**src/hdl/banked_mem_pkg.sv**
```systemverilog
// Shared types for the banked memory: data word, word address and request.
// RTL modules import this package; ports use scoped names.

package banked_mem_pkg;

  // data word width in bits
  localparam int word_width = 32;

  // word address width at the request port, 1024 words
  localparam int addr_width = 10;

  // upper limit on the bank count
  // sizes the bank index carried from the decoder to the read mux
  localparam int max_banks = 16;

  typedef logic [word_width-1:0] word_t;

  typedef logic [addr_width-1:0] addr_t;

  // one request per cycle
  // v set with w set is a write
  // v set with w clear is a read
  // data only matters on a write
  typedef struct packed {
    logic  v;
    logic  w;
    addr_t addr;
    word_t data;
  } mem_req_t;

endpackage

```
**src/hdl/bank_read_mux.sv**
```systemverilog
// Read-side mux: picks the word of the bank read one cycle earlier.
// Holds the last read result until the next read completes, and pulses read-valid.

module bank_read_mux
  #(parameter int num_banks_p = 4
    , localparam int idx_width_lp = $clog2(banked_mem_pkg::max_banks)
  )
  (
    input                                                 clk_i
    , input                                               rst_i
    , input banked_mem_pkg::word_t [num_banks_p-1:0]      bank_rdata_i
    , input [idx_width_lp-1:0]                            rd_bank_i
    , input                                               rd_fire_i
    , output banked_mem_pkg::word_t                       rdata_o
    , output logic                                        rd_valid_o
  );

  import banked_mem_pkg::*;

  // word of the bank named by rd_bank_i
  word_t sel_word;

  // last read result
  word_t hold_r;

  // compare against every bank number so all index bits take part
  always_comb
  begin
    sel_word = '0;
    for (int k = 0; k < num_banks_p; k++)
    begin
      if (rd_bank_i == idx_width_lp'(k))
      begin
        sel_word = bank_rdata_i[k];
      end
    end
  end

  // capture at the end of the fire cycle
  always_ff @(posedge clk_i)
  begin
    if (rst_i)
    begin
      hold_r <= '0;
    end
    else if (rd_fire_i)
    begin
      hold_r <= sel_word;
    end
  end

  // bypass during the fire cycle, held value otherwise
  assign rdata_o = rd_fire_i ? sel_word : hold_r;

  assign rd_valid_o = rd_fire_i;

endmodule

```
**config.mk**
```make
export PLATFORM = sky130hd
export DESIGN_NAME = bank_read_mux
export DESIGN_NICKNAME = d
export VERILOG_FILES = /design/src/hdl/banked_mem_pkg.sv /design/src/hdl/bank_read_mux.sv
export SDC_FILE = /design/constraint.sdc
export NUM_CORES = 1
export LEC_CHECK = 0
export BUFFER_PORTS_ARGS = -buffer_cell sky130_fd_sc_hd__buf_2
export CAP_MARGIN = 20
export CELL_PAD_IN_SITES_DETAIL_PLACEMENT = 0
export CELL_PAD_IN_SITES_GLOBAL_PLACEMENT = 1
export CORE_MARGIN = 3
export CORE_UTILIZATION = 29
export DETAILED_ROUTE_END_ITERATION = 8
export PLACE_DENSITY = 0.85
export SYNTH_ARGS = -nofsm -noshare
export SYNTH_HDL_FRONTEND = slang
export SYNTH_SLANG_ARGS = --single-unit
```
**constraint.sdc**
```tcl
create_clock -name clk_i -period 2.85 [get_ports clk_i]
set_input_delay 0.1425 -clock clk_i [delete_from_list [all_inputs] [get_ports clk_i]]
set_output_delay 0.1425 -clock clk_i [all_outputs]
set_load 0.005 [all_outputs]
```
Yosys cells after proc, flatten, opt, wreduce, memory -nomap -nowiden

Index checks and enable logic that the tools add are counted.

Eq/ne operators: 3
Mux-type cells: 5
Reductions and logical operators: 1

Operator list:

| kind                 | count |
|---|---|
| $mux W32             | 5 |
| $eq A4 B2 Y1 const B | 2 |
| $eq A4 B1 Y1 const B | 1 |
| $logic_not A4 Y1     | 1 |

Flip-flop bits (word level): 32
Input bits: 135
Output and inout bits: 33
Word-level logic and storage cells: 10

Depth between registers and ports, before layout

Gate-level depths: netlist of run 1.

Depth in word-level cells: 6
Mapped depth: 6
Depth with buffers taken out: 4

Worst setup path before layout of run 1

Ideal clock, no wire load.

Path type: input -> output
Start point: input rd_bank_i[0]
End point: output rdata_o[0]
Arrival: 1.205 ns
Required time: 2.707 ns
Slack: 1.502 ns
Stages on the path: 5
Buffers on the path: 2
Path through: buf_4 > or3b_4 > buf_6 > o2111ai_1 > o21a_1

Cells in the longest elaborated chain, start to end: 6
Elaborated cells between the ends (all ways): 9
Those cells by class: eq/ne: 3; mux: 5; reduce/logical: 1

RTL lines:

| item                  | line                | RTL |
|---|---|---|
| start, declared       | bank_read_mux.sv:12 | `, input [idx_width_lp-1:0] rd_bank_i` |
| $logic_not A4 Y1      | bank_read_mux.sv:32 | `if (rd_bank_i == idx_width_lp'(k))` |
| $mux W32 (3 in a row) | bank_read_mux.sv:32 |  |
| $mux W32 (*)          | bank_read_mux.sv:32 |  |
| $mux W32 (*)          | n/a                 |  |
| end, declared         | bank_read_mux.sv:14 | `, output banked_mem_pkg::word_t rdata_o` |

Mark *: on every way between the ends. The rest lies on a longest branch, timed or not.

Final worst setup path of run 1

Start point: input rd_bank_i[0]
End point: output rdata_o[20]

Same word-level chain as after synthesis.

==> run metrics, run 1 <==
critical path class input pin to output port; max-cap check violation count 0; row cnt 31; share of layout cells above drive strength 1 0.4318; Boundary Pins 168; DP HPWL 5.664 mm; Design Power 0.001083 W; routed wire length 7.388 mm; postcts setup bufs 0; Hold Crit Class input pin to register; CP dominant cell by count buf_2; Routed Antenna Nets 0; Total GRT Usage 0.1630; mean post-synth cell area 7.816 um2; Die W 93.49 um; Routed WL per cell 13.71 um; Max-slew headroom 0.6038; Clock Root Buffer clkbuf_8; most common cell after layout, fill and taps aside buf_2; RSZ-0062 raised after global routing false; die area 8739 um2; CTS tree yes; cell family with most CP delay buffers and inverters; DRT Pass-1 Iters 4; core region area 7331 um2; final clock skew 0 ns; CP max-delay cell or3b_4; DR vias 2653; grt ovf 0; Worst-Skew Late Latency 0.28 ns; DRC violation total after the first TritonRoute iteration 56; Final #Nets 577; total of warnings raised by yosys 0; crit path time final 1.867 ns; outcome finished clean; Top reg by flops hold_r; CTS Buf Count 5; pin count of the biggest net entering global routing 32; period utilization 0.6549; # diodes 0; Req. time, crit path 2.71 ns; first-pass GRT wire length roughly 11 mm; CP max FO 27; Arr. time, crit path 1.72 ns; clock-pin slew on the worst setup and hold paths roughly 0.060 ns; Die Y 93.49 um; crit end category output port; Slew Limit Fails 0; Netlist cell types 38; Hold Vio Cnt, Final 0; GP Congestion 0.8044; DRC errors left 0; Hold Buf Count CTS 0; Max Freq 535.7 MHz; clock buffer depth 2; cell breakdown of the critical path buf_2 > or3b_4 > o2111ai_1 > o21a_1 > buf_2; Critical Path Max Stage Delay 0.55 ns; CTS H-tree lvls 2; Seq/Total Area, Yosys 0.2886; worst slew pin tran 0.5944 ns; initial antenna violation count 0; Buf+Inv Stages, Crit Path 2; post-synthesis net count 419; IO Port Bufs ~170; Initial Utilization 0.3028; max FFs per register 32; LEAKAGE between 1.5 and 2 nW; vias per cell 4.922; biggest registers after layout hold_r x32; FF+latch count, synth 32; post-CTS sizing 0; Startpoint Class input pin; setup TNS 0 ns; most frequent cells in the layout buf_2 (167), nand2_1 (52), dfxtp_1 (32); Peak VDD IR between 100 and 150 uV; clk sinks 32; setup violators final 0; Cells after Synth roughly 280; number of global-route vias before repair 2534; Area Overhead vs Synth 43.18%; pwr dens 340.7 nW/um2; final hold slack 0.1561 ns; Post-Syn Area 2220 um2; fill count 754
==> synth_stat cells, drive strengths merged <==
library cell	number	area (um2)
or2	1	6.260
nand3	13	65.06
a31oi	13	81.33
mux4	2	45.04
o41ai	1	16.27
nor4b	1	23.77
a221oi	1	8.760
o221ai	15	131.4
o21ai	1	5.000
nor4	1	12.51
inv	16	60.06
clkbuf	11	41.29
a211oi	4	30.03
nor2	18	75.07
nor3b	1	7.510
nor3	10	60.06
nand2b	1	6.260
a22o	2	17.52
or3b	2	22.52
o2111ai	5	43.79
and3b	2	17.52
a221o	1	10.01
dfxtp	32	640.6
o2111a	6	67.56
and2	4	25.02
o211a	5	50.05
a21oi	15	75.07
nor2b	15	93.84
a2111oi	1	15.01
buf	11	73.82
o2bb2ai	1	8.760
o21a	5	37.54
mux2i	15	150.1
nand2	52	195.2
==> metrics by stage <==
step / std cells / instance area, um2 / util / setup slack, ns
finish: 539 / 3178 / 0.4335 / 0.9834
global route: 539 / 3178 / 0.4335 / 0.8552
CTS: 539 / 3178 / 0.4335 / 0.9756
detailed placement: 534 / 3109 / 0.4241 / 0.9819
global placement: 534 / 3109 / 0.4241 / 1.015
floorplan: 284 / 2220 / - / 1.502
==> path summary, 6_finish.rpt <==
path	from	end	slack, ns	depth (start not counted)
worst max-delay path	rd_bank_i[0]	rdata_o[20]	0.98	5
worst min-delay path	bank_rdata_i[111]	hold_r[15]	0.16	3
worst max register to register	hold_r[28]	hold_r[28]	1.95	2
worst min register to register	hold_r[2]	hold_r[2]	0.49	1
==> metal layers <==
layer	routed length, um	track usage	part of all wire
met1	3043	0.1834	0.41
met2	3682	0.3038	0.50
met3	591	0.03540	0.080
met4	70	0.04884	0.0095
met5	0	0	0
==> cell families (layout without fill, tap and decap cells) <==
group / Yosys count / count (layout) / share of synthesized area
mux: 17 / 17 / 0.08793
compound gates: 76 / 76 / 0.2695
buf+inv: 38 / 194 / 0.07892
flops: 32 / 32 / 0.2886
simple gates: 121 / 121 / 0.2751
==> cell type report <==
type / instances / area, um2 / area share
clock buffers: 5 / 68.82 / 0.02165
well taps: 99 / 123.9 / 0.03898
inverters: 16 / 60.06 / 0.01890
flip-flops and latches: 32 / 640.6 / 0.2016
multi-input cells: 214 / 1404 / 0.4417
repair buffers: 173 / 880.8 / 0.2772
==> where the power goes <==
group | internal (W) | switching, W
clock network | 0.000157 | 0.000153
registers | 0.000467 | 0.00000577
logic | 0.000155 | 0.000145
==> worst reg2reg max path, delay by kind of cell (launching register included) <==
family	cells	cell delay, ns
AO/OA/AOI/OAI	1	0.35
flip-flops	1	0.30
AND/OR/NAND/NOR	1	0.16
(Power assumes the default switching activity.)
==> run 2: changes to the inputs <==
CORE_UTILIZATION = 27   (was 29)
PLACE_DENSITY = 0.79   (was 0.85)
clock period = 1.8 ns   (was 2.85 ns; I/O delays follow)
==> run 2 against run 1 <==
Compared with the run above:
- register-to-register slack got worse by 1.0 ns
- clock power grew 65%
- clock skew unchanged
- total power up 62%
- via count increased by 2.1%
- global-route usage rose by 0.27 points
- hold slack worse by 0.062 ns
- routed wire length increased by 7.8%
- first-iteration DRC count up 48%
- critical endpoint is now rdata_o[0]
- largest power group unchanged
- highest routed layer unchanged
==> run metrics, run 2 (synthesis results as in run 1) <==
post-CTS sizing 0 (unchanged); Req. time, crit path 1.71 ns (-1.00 ns); max-cap check violation count 0 (unchanged); Die W 96.67 um (+3.4%); most common cell after layout, fill and taps aside buf_2; Max-slew headroom 0.7526 (+0.1488); Clock Root Buffer clkbuf_8; number of global-route vias before repair 2714 (+7.1%); Hold Buf Count CTS 0 (unchanged); Peak VDD IR 233.9 uV (+70%); grt ovf 0 (unchanged); RSZ-0062 raised after global routing false; share of layout cells above drive strength 1 0.4397 (+0.007914); outcome finished clean; Area Overhead vs Synth 45.77%; row cnt 32 (+3.2%); Slew Limit Fails 0 (unchanged); vias per cell 4.927 (+0.11%); Top reg by flops hold_r; Boundary Pins 168 (unchanged); Final WS setup 0.2527 ns (-0.7307 ns); initial antenna violation count 0 (unchanged); Startpoint Class input pin; core region area 7848 um2 (+7.0%); Worst-Skew Late Latency 0.27 ns (about the same); Routed WL per cell 14.47 um (+5.6%); clock buffer depth 2 (unchanged); max FFs per register 32 (unchanged); setup violators final 0 (unchanged); first-pass GRT wire length 12.83 mm (+12%); Die Y 96.67 um (+3.4%); CP max FO 18 (-33%); Max Freq 646.3 MHz; Setup WS pre-CTS 0.2488 ns (-0.7332 ns); clock-pin slew on the worst setup and hold paths 0.06 ns (about the same); period utilization 0.8596; crit end category output port; DRC violation total after the first TritonRoute iteration 83 (+48%); Initial Utilization 0.2828 (-0.01994); Arr. time, crit path 1.46 ns (-0.26 ns); Hold Vio Cnt, Final 0 (unchanged); Final #Nets 583 (+1.0%); routed wire length 7.961 mm (+7.8%); DRC errors left 0 (unchanged); worst slew pin tran 0.3702 ns (-0.2241 ns); final clock skew 0 ns (unchanged); GP Congestion 0.8099 (+0.68%); Hold Crit Class input pin to register; # diodes 0 (unchanged); DRT Pass-1 Iters 4 (unchanged); setup TNS 0 ns (unchanged); clk sinks 32 (unchanged); DR vias 2710 (+2.1%); pwr dens 540.9 nW/um2 (+59%); CTS H-tree lvls 2 (unchanged); Routed Antenna Nets 0 (unchanged); crit path time final 1.547 ns; die area 9345 um2 (+6.9%); biggest registers after layout hold_r x32; DP HPWL 6.321 mm (+12%); Design Power 0.001750 W (+62%); critical path class input pin to output port; CTS Buf Count 5 (unchanged); CTS tree yes; most frequent cells in the layout buf_2 (167), nand2_1 (52), dfxtp_1 (32); IO Port Bufs 167 (unchanged); postcts setup bufs 0 (unchanged); Total GRT Usage 0.1658 (+0.002747); LEAKAGE 1.639 nW (+2.1%); pin count of the biggest net entering global routing 32 (unchanged)
-- run 2: layer usage --
layer  GRT usage  vias to the layer above  routed length, um
li1            -                     1368                  -
met5           0                        -                  0
met2      0.2930                      111               3985
met3     0.04326                       15                563
met1      0.1914                     1216               3218
met4     0.06048                        0                194
-- run 2: metrics by stage --
step | cells | instance area, um2 | hold WS, ns | util
after global placement | 543 | 3158 | 0.3823 | 0.4024
after global routing | 550 | 3236 | 0.1025 | 0.4123
final | 550 | 3236 | 0.09378 | 0.4123
after detailed placement | 543 | 3158 | 0.3874 | 0.4024
after floorplan | 284 | 2220 | 0.1690 | -
after CTS | 550 | 3236 | 0.08475 | 0.4123
-- run 2: worst max-delay path, cell delays in order --
cell and delay [ns]:
buf_2 0.32, nor4b_4 0.31, buf_4 0.25, nand2_1 0.07, o2111ai_1 0.13, o21a_1 0.17, buf_2 0.11
-- run 2: layout make-up --
cell class,instances,area [um2]
Sequential cell,32,640.6
Timing Repair Buffer,179,925.9
Tap cell,102,127.6
Clock buffer,6,72.57
Inverter,16,60.06
Fill cell,906,4612
Clock inverter,1,5.005
Multi-Input combinational cell,214,1404
-- run 2: final timing paths --
kind | startpoint | end | slack (ns) | cells past startpoint
min | rst_i | hold_r[12] | 0.09 | 2
min reg2reg | hold_r[20] | hold_r[20] | 0.48 | 1
max reg2reg | hold_r[28] | hold_r[28] | 0.90 | 2
max | rd_bank_i[1] | rdata_o[0] | 0.25 | 7
-- run 2: report_power, final --
part | switching, W | internal [W]
combinational | 0.000237 | 0.000253
sequential | 0.00000934 | 0.000739
clock | 0.000249 | 0.000262
==> run 3: changes to the inputs <==
clock period = 1.45 ns   (was 1.8 ns; I/O delays follow)
==> run 3 against run 2 <==
Compared with the run above:
- register-to-register slack worse by 0.36 ns
- cell area is 2.8% higher
- via count is 0.37% lower
- worst setup slack worse by 0.16 ns
- flip-flop and latch count stayed put
- sequential power is 24% higher
- routed wire length hardly changed
- first-iteration DRC count is 39% higher
- critical path type unchanged
- largest cell class unchanged
==> run metrics, run 3 (synthesis results as in run 1) <==
Area Overhead vs Synth 49.89%; Req. time, crit path 1.38 ns (-0.33 ns); initial antenna violation count 0 (unchanged); Top reg by flops hold_r; core region area 7848 um2 (unchanged); period utilization 0.9328; Arr. time, crit path 1.28 ns (-0.18 ns); crit path time final between 1 and 1.5 ns; most common cell after layout, fill and taps aside buf_2; CTS tree yes; CP max FO 13 (-5); CP max-delay cell or3b_4; Max-slew headroom 0.7889 (+0.03628); vias per cell 4.900 (-0.55%); Die W 96.67 um (unchanged); clk sinks 32 (unchanged); IO Port Bufs 167 (unchanged); Peak VDD IR 390.0 uV (+67%); die area 9345 um2 (unchanged); Boundary Pins 168 (unchanged); number of global-route vias before repair 2771 (+2.1%); Finished Layout Cells 551 (+0.18%); fill count 864 (-4.6%); CP dominant cell by count buf_2; cell breakdown of the critical path buf_2 > or3b_4 > o21ai_0 > a221oi_2 > nor2_1 > buf_2; Total GRT Usage 0.1665 (+0.0007278); Hold Buf Count CTS 0 (unchanged); pin count of the biggest net entering global routing 32 (unchanged); # diodes 0 (unchanged); most frequent cells in the layout buf_2 (166), nand2_1 (52), dfxtp_1 (32); Max Freq 739.3 MHz; crit end category output port; pwr dens 659.7 nW/um2 (+22%); R2R depth 2 (unchanged); max-cap check violation count 0 (unchanged); clock-pin slew on the worst setup and hold paths 0.07 ns (about the same); Routed Antenna Nets 0 (unchanged); CTS Buf Count 5 (unchanged); Cells after DPL 544 (+0.18%); Critical Path Max Stage Delay 0.50 ns (+0.18 ns); Clock Root Buffer clkbuf_8; routed wire length 7.968 mm (about the same); share of layout cells above drive strength 1 0.4543 (+0.01461); DRT Pass-1 Iters 4 (unchanged); setup violators final 0 (unchanged); Routed WL per cell 14.46 um (about the same); CTS H-tree lvls 2 (unchanged); Die Y 96.67 um (unchanged); RSZ-0062 raised after global routing true; Startpoint Class input pin; GP Congestion 0.8077 (-0.27%); Hold Vio Cnt, Final 0 (unchanged); DR vias 2700 (-0.37%); DP HPWL 6.167 mm (-2.4%); DRC errors left 0 (unchanged); Final #Nets 584 (+0.17%); hold-critical path depth 3 (+1); Slew Limit Fails 0 (unchanged); grt ovf 0 (unchanged); DRC violation total after the first TritonRoute iteration 115 (+39%); Initial Utilization 0.2828 (unchanged); max FFs per register 32 (unchanged); critical path class input pin to output port; Hold Crit Class input pin to register; clock buffer depth 2 (unchanged); biggest registers after layout hold_r x32; LEAKAGE 1.664 nW (+1.5%); first-pass GRT wire length 12.95 mm (+0.91%); setup TNS 0 ns (unchanged); outcome finished clean; final clock skew 0 ns (unchanged); Worst-Skew Late Latency 0.27 ns (about the same); worst slew pin tran 0.3167 ns (-0.05355 ns); row cnt 32 (unchanged)
-- run 3: cell count changes in the layout (fill, tap and decap cells not counted), sizes merged --
cell  previous run  this run
buf            179       180
-- run 3: repair_timing --
action / in CTS / in global routing
gates resized for setup: 0 / 10
setup endpoints to repair: 0 / 22
hold endpoints to repair: 0 / 0
setup buffers: 0 / 0
-- run 3: final timing paths --
path / start / end / slack, ns
setup / recovery: rd_bank_i[3] / rdata_o[13] / 0.1
hold / removal: bank_rdata_i[117] / hold_r[21] / 0.07
setup reg to reg: hold_r[28] / hold_r[28] / 0.54
hold reg to reg: hold_r[21] / hold_r[21] / 0.49
-- run 3: through the flow --
stage / util / power (W) / instance area [um2] / hold slack (ns) / setup WS (ns)
after CTS: 0.4180 / 0.002224 / 3281 / 0.06833 / 0.005367
final: 0.4239 / 0.002195 / 3327 / 0.07481 / 0.09738
after detailed placement: 0.4082 / 0.001569 / 3203 / 0.3738 / 0.006263
after floorplan: - / 0.001250 / 2220 / 0.1515 / 0.2195
after global placement: 0.4082 / 0.001565 / 3203 / 0.3669 / 0.02885
after global routing: 0.4239 / 0.002354 / 3327 / 0.07795 / -0.02107
-- run 3: routing by layer --
| metal | wire length, um | vias up | track usage |
|---|---|---|---|
| met5 | 0 | - | 0 |
| met4 | 80 | 0 | 0.04536 |
| met3 | 536 | 7 | 0.03605 |
| met2 | 3933 | 107 | 0.2935 |
| met1 | 3418 | 1223 | 0.2037 |
| li1 | - | 1363 | - |
-- run 3: critical path, delay by kind of cell --
family / cells / cell delay, ns
buffers and inverters: 2 / 0.26
and+or+nand+nor: 2 / 0.59
AOI/OAI and AO/OA: 2 / 0.35
-- run 3: cell type report --
class,count,area [um2],area share
timing repair buffer,180,977.2,0.2937
clock inverter,1,5.005,0.001504
clock buffer,6,72.57,0.02181
tap,102,127.6,0.03836
sequential,32,640.6,0.1926
multi-input combinational,214,1444,0.4340
inverter,16,60.06,0.01805
-- run 3: power by group --
part | leakage [nW] | switching (W) | internal [W]
clock | 0.0410 | 0.000308 | 0.000326
sequential | 0.262 | 0.0000119 | 0.000918
combinational | 1.36 | 0.000304 | 0.000328
total | 1.66 | 0.000623 | 0.00157
